===== src/hw/fma_config.svh =====
// fixed-point accumulator and Booth digit constants, included by the datapath, counter and testbench
`ifndef FMA_CONFIG_SVH
`define FMA_CONFIG_SVH

// signed fixed-point accumulator width
`define FMA_ACC_WIDTH 84

// accumulator lsb weighs 2**-48
`define FMA_FRAC_BITS 48

// radix-8 digits covering an 11-bit mantissa
`define FMA_DIGITS 4

`endif


===== src/hw/fma_pkg.sv =====
// shared FP16 word, opcode and FSM state types that the FMA RTL and testbench import
`default_nettype none

package fma_pkg;

        // half precision word of sign, biased exponent and fraction
        typedef struct packed {
                logic       sign;
                logic [4:0] exponent;
                logic [9:0] fraction;
        } fp16_t;

        // a*b+c, a*b-c or a*b
        typedef enum logic [1:0] {
                op_fma,
                op_fms,
                op_mul
        } fma_op_e;

        typedef enum logic [2:0] {
                st_idle,
                st_load,
                st_mult,
                st_add,
                st_norm,
                st_done
        } fma_state_e;

endpackage

`default_nettype wire


===== src/hw/booth_partial_product.sv =====
// radix-8 Booth partial product of the a-mantissa for one 4-bit window of the b-mantissa
`timescale 1ns/10ps
`default_nettype none

module booth_partial_product (
        input  logic [10:0]        mant_a,
        input  logic [3:0]         digit_bits,
        output logic signed [14:0] pp
);

        logic [14:0] mult_one;
        logic [14:0] mult_two;
        logic [14:0] mult_three;
        logic [14:0] mult_four;
        logic [14:0] magnitude;
        logic        negate;

        // zero-extended multiples, x3 is the only one needing an adder
        assign mult_one   = {4'b0, mant_a};
        assign mult_two   = {3'b0, mant_a, 1'b0};
        assign mult_three = mult_one + mult_two;
        assign mult_four  = {2'b0, mant_a, 2'b0};

        // digit = -4*w3 + 2*w2 + w1 + w0
        always_comb begin
                magnitude = '0;
                negate    = 1'b0;
                case (digit_bits)
                        4'b0001, 4'b0010: magnitude = mult_one;
                        4'b0011, 4'b0100: magnitude = mult_two;
                        4'b0101, 4'b0110: magnitude = mult_three;
                        4'b0111:          magnitude = mult_four;
                        4'b1000: begin
                                magnitude = mult_four;
                                negate    = 1'b1;
                        end
                        4'b1001, 4'b1010: begin
                                magnitude = mult_three;
                                negate    = 1'b1;
                        end
                        4'b1011, 4'b1100: begin
                                magnitude = mult_two;
                                negate    = 1'b1;
                        end
                        4'b1101, 4'b1110: begin
                                magnitude = mult_one;
                                negate    = 1'b1;
                        end
                        default:          magnitude = '0;
                endcase
        end

        // two's complement of the selected multiple
        assign pp = negate ? $signed(~magnitude + 15'd1) : $signed(magnitude);

        // the top window of b is zero-padded, so it may never produce a negative term
        always_comb begin
                assert final (digit_bits[3] || !pp[14])
                        else $error("booth: positive window gave negative partial product");
        end

endmodule

`default_nettype wire


===== src/hw/digit_counter.sv =====
// counts the radix-8 Booth digit position during the multiply phase of the FMA
`timescale 1ns/10ps
`default_nettype none
`include "fma_config.svh"

module digit_counter (
        input  logic       clk,
        input  logic       arst_n,
        input  logic       clear,
        input  logic       step,
        output logic [1:0] digit,
        output logic       last
);

        always_ff @(posedge clk or negedge arst_n) begin
                if (!arst_n) begin
                        digit <= '0;
                end else if (clear) begin
                        digit <= '0;
                end else if (step) begin
                        digit <= digit + 2'd1;
                end
        end

        // final digit position reached
        assign last = (digit == 2'(`FMA_DIGITS - 1));

        // stepping past the last digit would wrap onto digit 0
        assert property (@(posedge clk) disable iff (!arst_n) !(step && last && !clear))
                else $error("digit_counter: step past last digit");

endmodule

`default_nettype wire


===== src/hw/fma_control.sv =====
// FSM sequencing load, Booth multiply, addend, normalize and the req/ack handshake
`timescale 1ns/10ps
`default_nettype none

module fma_control (
        input  logic clk,
        input  logic arst_n,
        input  logic req,
        input  logic last,
        output logic ack,
        output logic load,
        output logic mult_en,
        output logic add_en,
        output logic norm_en,
        output logic cnt_clear,
        output logic cnt_step
);
        import fma_pkg::*;

        fma_state_e state;
        fma_state_e state_next;

        always_comb begin
                state_next = state;
                case (state)
                        st_idle: begin
                                if (req && !ack) begin
                                        state_next = st_load;
                                end
                        end
                        st_load: state_next = st_mult;
                        st_mult: begin
                                // digit 3 is the last partial product
                                if (last) begin
                                        state_next = st_add;
                                end
                        end
                        st_add:  state_next = st_norm;
                        st_norm: state_next = st_done;
                        st_done: begin
                                // wait for the source to release req
                                if (ack && !req) begin
                                        state_next = st_idle;
                                end
                        end
                        default: state_next = st_idle;
                endcase
        end

        always_ff @(posedge clk or negedge arst_n) begin
                if (!arst_n) begin
                        state <= st_idle;
                        ack   <= 1'b0;
                end else begin
                        state <= state_next;
                        // one cycle into st_done, held until req drops
                        ack   <= (state == st_done) && (state_next == st_done);
                end
        end

        assign load      = (state == st_load);
        assign mult_en   = (state == st_mult);
        assign add_en    = (state == st_add);
        assign norm_en   = (state == st_norm);
        assign cnt_clear = (state == st_load);
        assign cnt_step  = (state == st_mult) && !last;

        assert property (@(posedge clk) disable iff (!arst_n) ack |-> state == st_done)
                else $error("fma_control: ack outside st_done");

        assert property (@(posedge clk) disable iff (!arst_n)
                        $onehot0({load, mult_en, add_en, norm_en}))
                else $error("fma_control: datapath strobes overlap");

endmodule

`default_nettype wire


===== src/hw/fma_datapath.sv =====
// FMA datapath holding operands and the exact fixed-point accumulator, then normalizing to FP16
`timescale 1ns/10ps
`default_nettype none
`include "fma_config.svh"

module fma_datapath (
        input  logic             clk,
        input  logic             arst_n,
        input  logic             load,
        input  logic             mult_en,
        input  logic             add_en,
        input  logic             norm_en,
        input  logic [1:0]       digit,
        input  fma_pkg::fma_op_e op,
        input  fma_pkg::fp16_t   a,
        input  fma_pkg::fp16_t   b,
        input  fma_pkg::fp16_t   c,
        output fma_pkg::fp16_t   result
);
        import fma_pkg::*;

        localparam int ACC_W    = `FMA_ACC_WIDTH;
        localparam int PROD_OFS = `FMA_FRAC_BITS - 20;
        localparam int ADD_OFS  = `FMA_FRAC_BITS - 10;
        localparam int EXP_HI   = `FMA_FRAC_BITS + 15;
        localparam int DEN_LIM  = `FMA_FRAC_BITS - 14;
        localparam int BIAS_POS = `FMA_FRAC_BITS - 15;

        logic                    u_sign_ab, u_sign_c;
        logic signed [5:0]       u_exp_a, u_exp_b, u_exp_c;
        logic [10:0]             u_mant_a, u_mant_b, u_mant_c;
        logic                    sign_ab_q, sign_c_q;
        logic signed [5:0]       exp_a_q, exp_b_q, exp_c_q;
        logic [10:0]             mant_a_q, mant_b_q, mant_c_q;
        fma_op_e                 op_q;
        logic [3:0]              window;
        logic signed [14:0]      pp;
        logic signed [ACC_W-1:0] pp_ext;
        logic signed [6:0]       prod_exp, c_exp;
        logic [6:0]              pp_shift;
        logic signed [ACC_W-1:0] acc;
        logic signed [ACC_W-1:0] addend;
        logic                    c_neg;
        logic [ACC_W-1:0]        mag, norm_shifted;
        logic [6:0]              lead_pos, norm_shift, exp_field;
        fp16_t                   res_next;

        fp16_unpack u_unpack (
                .a       (a),
                .b       (b),
                .c       (c),
                .sign_ab (u_sign_ab),
                .exp_a   (u_exp_a),
                .exp_b   (u_exp_b),
                .exp_c   (u_exp_c),
                .mant_a  (u_mant_a),
                .mant_b  (u_mant_b),
                .mant_c  (u_mant_c),
                .sign_c  (u_sign_c)
        );

        always_ff @(posedge clk) begin
                if (load) begin
                        sign_ab_q <= u_sign_ab;
                        sign_c_q  <= u_sign_c;
                        exp_a_q   <= u_exp_a;
                        exp_b_q   <= u_exp_b;
                        exp_c_q   <= u_exp_c;
                        mant_a_q  <= u_mant_a;
                        mant_b_q  <= u_mant_b;
                        mant_c_q  <= u_mant_c;
                        op_q      <= op;
                end
        end

        // overlapping windows of b, one per digit
        always_comb begin
                case (digit)
                        2'd0:    window = {mant_b_q[2:0], 1'b0};
                        2'd1:    window = mant_b_q[5:2];
                        2'd2:    window = mant_b_q[8:5];
                        default: window = {1'b0, mant_b_q[10:8]};
                endcase
        end

        booth_partial_product u_booth (
                .mant_a     (mant_a_q),
                .digit_bits (window),
                .pp         (pp)
        );

        assign pp_ext   = {{(ACC_W - 15){pp[14]}}, pp};
        assign prod_exp = exp_a_q + exp_b_q + 7'(PROD_OFS);
        // digit k sits 3k bits above the product alignment
        assign pp_shift = $unsigned(prod_exp) + {4'd0, digit, 1'b0} + {5'd0, digit};

        assign c_exp  = exp_c_q + 7'(ADD_OFS);
        assign addend = {{(ACC_W - 11){1'b0}}, mant_c_q} << $unsigned(c_exp);
        assign c_neg  = sign_c_q ^ (op_q == op_fms);

        always_ff @(posedge clk) begin
                if (load) begin
                        acc <= '0;
                end else if (mult_en) begin
                        acc <= sign_ab_q ? acc - (pp_ext <<< pp_shift)
                                         : acc + (pp_ext <<< pp_shift);
                end else if (add_en && op_q != op_mul) begin
                        acc <= c_neg ? acc - addend : acc + addend;
                end
        end

        assign mag = acc[ACC_W-1] ? $unsigned(-acc) : $unsigned(acc);

        // leading one search, highest set bit wins
        always_comb begin
                lead_pos = '0;
                for (int i = 0; i < ACC_W; i++) begin
                        if (mag[i]) begin
                                lead_pos = 7'(i);
                        end
                end
        end

        assign norm_shift   = lead_pos - 7'd10;
        assign norm_shifted = mag >> norm_shift;
        assign exp_field    = lead_pos - 7'(BIAS_POS);

        always_comb begin
                // exact zero stays +0
                res_next = '0;
                if (mag != '0) begin
                        res_next.sign = acc[ACC_W-1];
                        if (lead_pos > 7'(EXP_HI)) begin
                                // round toward zero saturates at max finite
                                res_next.exponent = 5'd30;
                                res_next.fraction = 10'h3ff;
                        end else if (lead_pos < 7'(DEN_LIM)) begin
                                res_next.exponent = 5'd0;
                                res_next.fraction = mag[BIAS_POS:BIAS_POS-9];
                        end else begin
                                res_next.exponent = exp_field[4:0];
                                res_next.fraction = norm_shifted[9:0];
                        end
                end
        end

        always_ff @(posedge clk or negedge arst_n) begin
                if (!arst_n) begin
                        result <= '0;
                end else if (norm_en) begin
                        result <= res_next;
                end
        end

endmodule

`default_nettype wire


===== src/hw/fma_unit.sv =====
// top level of the FP16 FMA unit, joining the FSM, digit counter and datapath
`timescale 1ns/10ps
`default_nettype none

module fma_unit (
        input  logic             clk,
        input  logic             arst_n,
        input  logic             req,
        input  fma_pkg::fma_op_e op,
        input  fma_pkg::fp16_t   a,
        input  fma_pkg::fp16_t   b,
        input  fma_pkg::fp16_t   c,
        output logic             ack,
        output fma_pkg::fp16_t   result
);

        logic       load;
        logic       mult_en;
        logic       add_en;
        logic       norm_en;
        logic       cnt_clear;
        logic       cnt_step;
        logic [1:0] digit;
        logic       last;

        fma_control u_control (
                .clk       (clk),
                .arst_n    (arst_n),
                .req       (req),
                .last      (last),
                .ack       (ack),
                .load      (load),
                .mult_en   (mult_en),
                .add_en    (add_en),
                .norm_en   (norm_en),
                .cnt_clear (cnt_clear),
                .cnt_step  (cnt_step)
        );

        digit_counter u_counter (
                .clk    (clk),
                .arst_n (arst_n),
                .clear  (cnt_clear),
                .step   (cnt_step),
                .digit  (digit),
                .last   (last)
        );

        fma_datapath u_datapath (
                .clk     (clk),
                .arst_n  (arst_n),
                .load    (load),
                .mult_en (mult_en),
                .add_en  (add_en),
                .norm_en (norm_en),
                .digit   (digit),
                .op      (op),
                .a       (a),
                .b       (b),
                .c       (c),
                .result  (result)
        );

endmodule

`default_nettype wire


===== src/hw/fp16_unpack.sv =====
// combinational split of the three FP16 operands into sign, true exponent and full mantissa
`timescale 1ns/10ps
`default_nettype none

module fp16_unpack (
        input  fma_pkg::fp16_t     a,
        input  fma_pkg::fp16_t     b,
        input  fma_pkg::fp16_t     c,
        output logic               sign_ab,
        output logic signed [5:0]  exp_a,
        output logic signed [5:0]  exp_b,
        output logic signed [5:0]  exp_c,
        output logic [10:0]        mant_a,
        output logic [10:0]        mant_b,
        output logic [10:0]        mant_c,
        output logic               sign_c
);

        // denormals share the smallest normal exponent
        function automatic logic signed [5:0] true_exp(input logic [4:0] field);
                if (field == 5'd0) begin
                        return -6'sd14;
                end
                return $signed({1'b0, field}) - 6'sd15;
        endfunction

        // hidden bit only for normal numbers
        function automatic logic [10:0] full_mant(input logic [4:0] field,
                                                  input logic [9:0] frac);
                return {(field != 5'd0), frac};
        endfunction

        assign exp_a = true_exp(a.exponent);
        assign exp_b = true_exp(b.exponent);
        assign exp_c = true_exp(c.exponent);

        assign mant_a = full_mant(a.exponent, a.fraction);
        assign mant_b = full_mant(b.exponent, b.fraction);
        assign mant_c = full_mant(c.exponent, c.fraction);

        assign sign_ab = a.sign ^ b.sign;
        assign sign_c  = c.sign;

endmodule

`default_nettype wire


===== config.mk =====
export PLATFORM = sky130hd
export DESIGN_NAME = fma_unit
export DESIGN_NICKNAME = d
export VERILOG_FILES = /design/src/hw/fma_pkg.sv /design/src/hw/booth_partial_product.sv /design/src/hw/digit_counter.sv /design/src/hw/fma_control.sv /design/src/hw/fma_datapath.sv /design/src/hw/fma_unit.sv /design/src/hw/fp16_unpack.sv
export VERILOG_INCLUDE_DIRS = /design/src /design/src/hw
export SDC_FILE = /design/constraint.sdc
export NUM_CORES = 2
export LEC_CHECK = 0
export ABC_AREA = 0
export BUFFER_PORTS_ARGS = -buffer_cell sky130_fd_sc_hd__buf_2
export CAP_MARGIN = 20
export CELL_PAD_IN_SITES_DETAIL_PLACEMENT = 1
export CELL_PAD_IN_SITES_GLOBAL_PLACEMENT = 1
export CORE_ASPECT_RATIO = 1.75
export CORE_MARGIN = 3
export CORE_UTILIZATION = 37
export CTS_CLUSTER_DIAMETER = 40
export CTS_CLUSTER_SIZE = 20
export DETAILED_ROUTE_END_ITERATION = 8
export PLACE_DENSITY_LB_ADDON = 0.1
export SETUP_SLACK_MARGIN = 0.4
export SLEW_MARGIN = 10
export SYNTH_ARGS = -nofsm -noshare
export SYNTH_HDL_FRONTEND = slang
export SYNTH_SLANG_ARGS = --single-unit

===== constraint.sdc =====
create_clock -name clk -period 22.9 [get_ports clk]
set_input_delay 0 -clock clk [delete_from_list [all_inputs] [get_ports clk]]
set_output_delay 0 -clock clk [all_outputs]
set_load 0.01 [all_outputs]

After elaboration in Yosys (flattened, before gate mapping) --
Index checks and enable logic that the tools add are counted.
Word-level totals: word-level logic and storage cells 201, output and inout port bits 17, input bits 53, register bits 161
Operators by class: reduce and logical (&&, ||, !) cells 24, equal/unequal tests 25, multiplexer cells 110, shift-type cells 3, add/subtract/negate cells 18, $lt $le $gt $ge 2, bitwise logic cells 3
Operators by type and width (number):
- 2-to-1 mux 84 bit | 5
- 2-to-1 mux 6 bit | 38
- adder 84 bit | 2
- subtractor 84 bit | 2
- 2-to-1 mux 7 bit | 20
- negation 84 bit | 1
- nonzero test 84 bit | 1
- left shift 11 x 7 -> 84 bit | 1
- >> shifter 84 x 7 -> 10 bit | 1
- <<< shifter 15 x 7 -> 84 bit | 1
- 2-to-1 mux 5 bit | 16
- one-hot mux 15 bit (4 select lines) | 1
- 2-to-1 mux 15 bit | 3
- 2-to-1 mux 4 bit | 8
- == test 4 bit, second input constant | 7
- 2-to-1 mux 3 bit | 7
- one-hot mux 3 bit (6 select lines) | 1
- subtractor 5 x 4 -> 6 bit, second input constant | 3
- == test 4 x 3 -> 1 bit, second input constant | 4
- 2-to-1 mux 16 bit | 1
- adder 15 x 1 -> 15 bit, second input constant | 1
- zero test 5 bit | 3
- inverter 15 bit | 1
- nonzero test 5 bit | 3
- 31 further kinds | 54

Depth between registers and ports, before layout --
depth after elaboration 90, depth in mapped cells 47, depth with buffers taken out 43

Hierarchy --
Synthesis repeated with hierarchy kept, for this count alone.
Unflattened totals: cell total of the unflattened synthesis 4169, area, all modules 30235.2 µm²
By module, submodules not included:
- fma_datapath | cells an instance 3885, seq. area each 3733.6 µm², area each 28003.1 µm², times used 1
- booth_partial_product | cells an instance 172, seq. area each 0.0 µm², area each 1301.2 µm², times used 1
- fp16_unpack | cells an instance 83, seq. area each 0.0 µm², area each 609.3 µm², times used 1
- fma_control | cells an instance 22, seq. area each 100.1 µm², area each 232.7 µm², times used 1
- digit_counter | cells an instance 7, seq. area each 50.0 µm², area each 88.8 µm², times used 1

Least setup slack after synthesis --
OpenSTA, ideal clock, no wires.
path kind register to register, start point register u_counter.digit[0], end point register u_datapath.acc[77], setup time 0.132 ns, arrival time 9.206 ns, cell stages (with the launch flop) 45, data required time 22.768 ns, setup slack 13.562 ns, path buffers 3, period minus slack after synthesis 9.338 ns, cells stage by stage dfrtp_1 -> inv_1 -> ha_1 -> a222oi_1 -> xor2_1 -> o21a_1 -> buf_4 -> nand2_1 -> clkbuf_1 -> ha_1 -> inv_1 -> nor3_2 -> and4_1 -> clkbuf_1 -> mux2i_1 -> and3_1 -> a2bb2oi_1 -> o221ai_2 -> [... 9 more ...] -> a21o_1 -> a21o_1 -> a21o_1 -> a21o_1 -> a21oi_1 -> o2111a_1 -> a21oi_1 -> nand2b_1 -> a41o_1 -> a31o_2 -> a31o_2 -> a211oi_1 -> nor2_1 -> a41o_1 -> o41a_1 -> xor2_1 -> nand2_1 -> a21oi_1
On the way: word-level cells in the longest chain between the ends 12, elaborated cells between the ends (all ways) 35, classes of those cells add/sub (5); eq/ne (16); shift (1); mux (6); bitwise (1); reduce/logical (6)
Ends and longest elaborated chain:
- start, declared | RTL line digit_counter.sv:11 | output logic [1:0] digit,
- start signal, assigned | RTL line digit_counter.sv:21 | digit <= digit + 2'd1;
- == test 2 bit, or another cell as far along | RTL line fma_datapath.sv:78 | case (digit)
- one-hot mux 4 bit (3 select lines) | RTL line fma_datapath.sv:78
- == test 4 bit, or another cell as far along | RTL line booth_partial_product.sv:28 | case (digit_bits)
- OR reduction 4 bit (no source line) or OR reduction 2 bit (tied branches)
- one-hot mux 15 bit (4 select lines) | RTL line booth_partial_product.sv:28
- inverter 15 bit | RTL line booth_partial_product.sv:54 | assign pp = negate ? $signed(~magnitude + 15'd1) : $signed(magnitude);
- adder 15 x 1 -> 15 bit | RTL line booth_partial_product.sv:54
- 2-to-1 mux 15 bit | RTL line booth_partial_product.sv:54
- <<< shifter 15 x 7 -> 84 bit (*) | RTL line fma_datapath.sv:105, fma_datapath.sv:106
- adder 84 bit or subtractor 84 bit (tied branches) | RTL line fma_datapath.sv:106, fma_datapath.sv:105
- 2-to-1 mux 84 bit (*) | RTL line fma_datapath.sv:105 | acc <= sign_ab_q ? acc - (pp_ext <<< pp_shift)
- 2-to-1 mux 84 bit (*) | RTL line fma_datapath.sv:104 | end else if (mult_en) begin
- end signal, assigned | RTL line fma_datapath.sv:105
- end signal, assigned | RTL line fma_datapath.sv:108 | acc <= c_neg ? acc - addend : acc + addend;
- end, declared | RTL line fma_datapath.sv:41 | logic signed [ACC_W-1:0] acc;
Every way passes the cells marked *; elsewhere a longest branch is shown, timed or not. A chain may end at the register's enable or synchronous reset.

Worst setup path after layout --
start point register u_counter.digit[0], end point register u_datapath.acc[78]
The elaborated chain is that of the path after synthesis.

==> impl_results.md <==
* CP max stage delay at 0.82 ns
* Outcome: finished, final reports clean
* Core area at 83200 µm²
* Main synth FF type: dfxtp_1
* Initial Utilization at 0.373
* Worst skew pair latency at ~0.54 ns
* Top Metal Used: met5
* WP depth at 38
* Row count at 140
* Vias per inst at 6.48
* Cells after Synth at 4415
* Hold Vio Cnt, Final at 0
* Area of the multi-input gates at 25600 µm²
* Die width at 225 µm
* Postcts setup bufs at 0
* Syn Nets at 4601
* Final Max Tran Viols at 0
* Gpl congestion at between 1 and 1.5
* Wl on met1 at 53100 µm
* Post-DP HPWL at 120000 µm
* Layout net count at 4527
* R2R depth at 38
* Core Util, Final at 0.402
* Total grt overflow at 0
* Cts bufs inserted at 17
* RSZ-0062 raised after global routing: false
* Number of global-route vias before repair at 35900
* Max Cap Viol at 0
* Clock sink count at ~160
* Share of layout cells above drive strength 1 at 0.0960
* Worst Path Buf+Inv at 1
* Post-synth EDFFs at 55
* Met2 wire length at 75500 µm
* Setup-failing EPs final at 0
* TritonCTS clock tree: done
* Flop-to-flop setup slack at 10.86 ns
* Highest net fanout along the worst path at 17
* WL/cell at 28.1 µm
* Crit end category: flip-flop
* Slowest CP cell: a222oi_1
* CP delay by family, top: compound AO/OA/AOI/OAI gates
* Synth area leader: a21oi_1
* Sequential element share of the synthesized area at 0.125
* Final period utilization at 0.526
* Final min period at around 12 ns
* Worst path arrival time at 12.44 ns
* Initial antenna violation count at 4
* H-tree depth at 4
* Area fraction of the dominant cell type after synthesis at 0.0633
* Hold WC Path Type: input port to asynchronous set/reset pin
* Root Driver: clkbuf_16
* Post-Syn Area at 31100 µm²
* Layout area overhead at 7.53%
* Worst-path clk slew at 0.08 ns
* Largest net degree at the start of global routing at 70
* Slew headroom at 0.162
* Slew @ Worst Pin at 1.25 ns
* I/O pin count at 70
* Top cells by count, synth: 500 x nand2_1, 446 x nor2_1, 393 x a21oi_1, 301 x o21ai_0, 222 x clkbuf_1
* CP Launch Type: flip-flop
* Synth Register Bits at 161
* Most numerous cell in the Yosys netlist: nand2_1
* Pre-antenna DRT Iters at 5
* CTS Buffer Depth at 2
* Reg2Reg Capture Point: u_datapath.acc[78]
* Synth cell types at 138
* Reg2reg start: u_counter.digit[0]
* Worst Path Required at 23.30 ns
* Die area at 87600 µm²
* Met3 wire length at 5850 µm
* Reg area at 3890 µm²
* Largest cells by area after synthesis: a21oi_1 6.3%, nand2_1 6.0%, xnor2_1 5.7%, dfxtp_1 5.4%, nor2_1 5.4%
* Routed via count at 35100
* WS Path Type: flip-flop to flip-flop
* Worst setup path endpoint: u_datapath.acc[78]
* FILL cells at 10400
* Gr usage total at 0.343
* DRC at 0
* Initial DRC count at 2371
* Clk_skew at 0.0184 ns
* Port Buf Inserts at 69
* Post-route ant nets at 0
* FMAX at 0.0830 GHz
* Avg Cell Area, Syn at 7.04 µm²
* Critical path origin: u_counter.digit[0]
* Setup_tns at 0 ns
* Die Span Y at 389 µm
* Synth warn at 0
* Final wirelength at ~150000 µm
* Async SR Flop Fraction at 0.137
* Global-route wire length before repair at 228000 µm
* Most used cell along the critical path: o21ai_0
cells by family after synthesis:
kind of cell,after synthesis,synth area share
compound gates,1549,0.337
simple gates,1655,0.266
mux,173,0.0668
xor+xnor,328,0.0937
fa+ha+maj,133,0.0555
flops,161,0.125
buf+inv,416,0.0566
how the worst min path moves through the flow:
stage	end	slack, ns
6_report	u_datapath.result[7]	0.07
5_1_grt	u_datapath.result[7]	0.1
4_1_cts	u_datapath.result[7]	0.05
3_5_place_dp	u_datapath.result[7]	0.08
3_3_place_gp	u_datapath.result[7]	0.08
2_1_floorplan	u_control.ack	-0.30
final cells by class:
class / instances / share of cell area
timing repair buffer: 221 / 0.0492
antenna: 1 / 0.0000749
clock buffer: 17 / 0.0127
sequential: 161 / 0.116
inverter: 102 / 0.0116
multi-input combinational: 3838 / 0.765
clock inverter: 15 / 0.00472
tap: 1065 / 0.0399
cells in the final DEF (no fill, tap or decap), types with 36 or more instances in the layout:
cell type,netlist,final
o21ai_0,301,300
nor3_1,125,123
and3_1,36,36
buf_4,17,82
buf_2,44,70
nor2_1,446,446
nand4_1,43,43
edfxtp_1,55,55
a31oi_1,69,69
nand2_1,500,499
xor2_1,120,117
dfxtp_1,84,83
o31ai_1,64,63
a21oi_1,393,392
inv_1,97,97
o21a_1,51,51
xnor2_1,203,201
a21o_1,83,82
or2_2,37,37
mux2i_1,114,114
ha_1,125,125
dlygate4sd3_1,0,64
and2_1,40,39
nand2b_1,46,45
nand3_1,100,100
a211oi_1,76,76
nor4_1,44,42
o211ai_1,61,61
or3_1,49,49
routing by layer:
layer | vias to the layer above | global-route usage
met5 | - | 0
met4 | 6 | 0.331
met3 | 535 | 0.0595
met2 | 979 | 0.605
met1 | 17200 | 0.332
li1 | 16400 | -
worst reg2reg max path: cells and delay by family, from the launching register on:
kind / cells / cell delay (ns)
adders and majority gates: 3 / 0.77
DFF: 1 / 0.51
xor gates and xnor gates: 1 / 0.18
buffers and inverters: 1 / 0.12
AOI/OAI and AO/OA: 21 / 6.24
and+or+nand+nor: 12 / 4.09
registers in the layout (all words and copies together), names as in the netlist:
name,count
u_datapath.exp_c_q,6
u_datapath.sign_ab_q,1
u_datapath.op_q,2
u_control.state,3
u_datapath.mant_a_q,11
u_datapath.exp_b_q,6
u_datapath.mant_c_q,11
u_datapath.acc,84
u_datapath.mant_b_q,11
u_datapath.sign_c_q,1
u_counter.digit,2
u_datapath.result,16
u_control.ack,1
u_datapath.exp_a_q,6
stage by stage:
| step | instances | instance area (µm²) | hold WS, ns | setup WS, ns |
|---|---|---|---|---|
| finish | 5420 | 33400 | 0.0709 | 10.86 |
| global route | 5419 | 33400 | 0.0999 | 9.90 |
| CTS | 5413 | 33400 | 0.0459 | 11.03 |
| detailed placement | 5317 | 32100 | 0.0821 | 11.09 |
| global placement | 5317 | 32100 | 0.0824 | 11.32 |
| floorplan | 4415 | 31100 | -0.296 | 13.56 |
repair_timing:
item / 4_1_cts / 5_1_grt
setup endpoints to repair: 0 / 0
endpoints found under the hold margin: 79 / 0
hold buffers: 64 / 0
resized for setup: 0 / 0
Power is left out: the tool's default activity adds up to more than one toggle a clock period on the data nets, which glitch-free logic cannot reach.
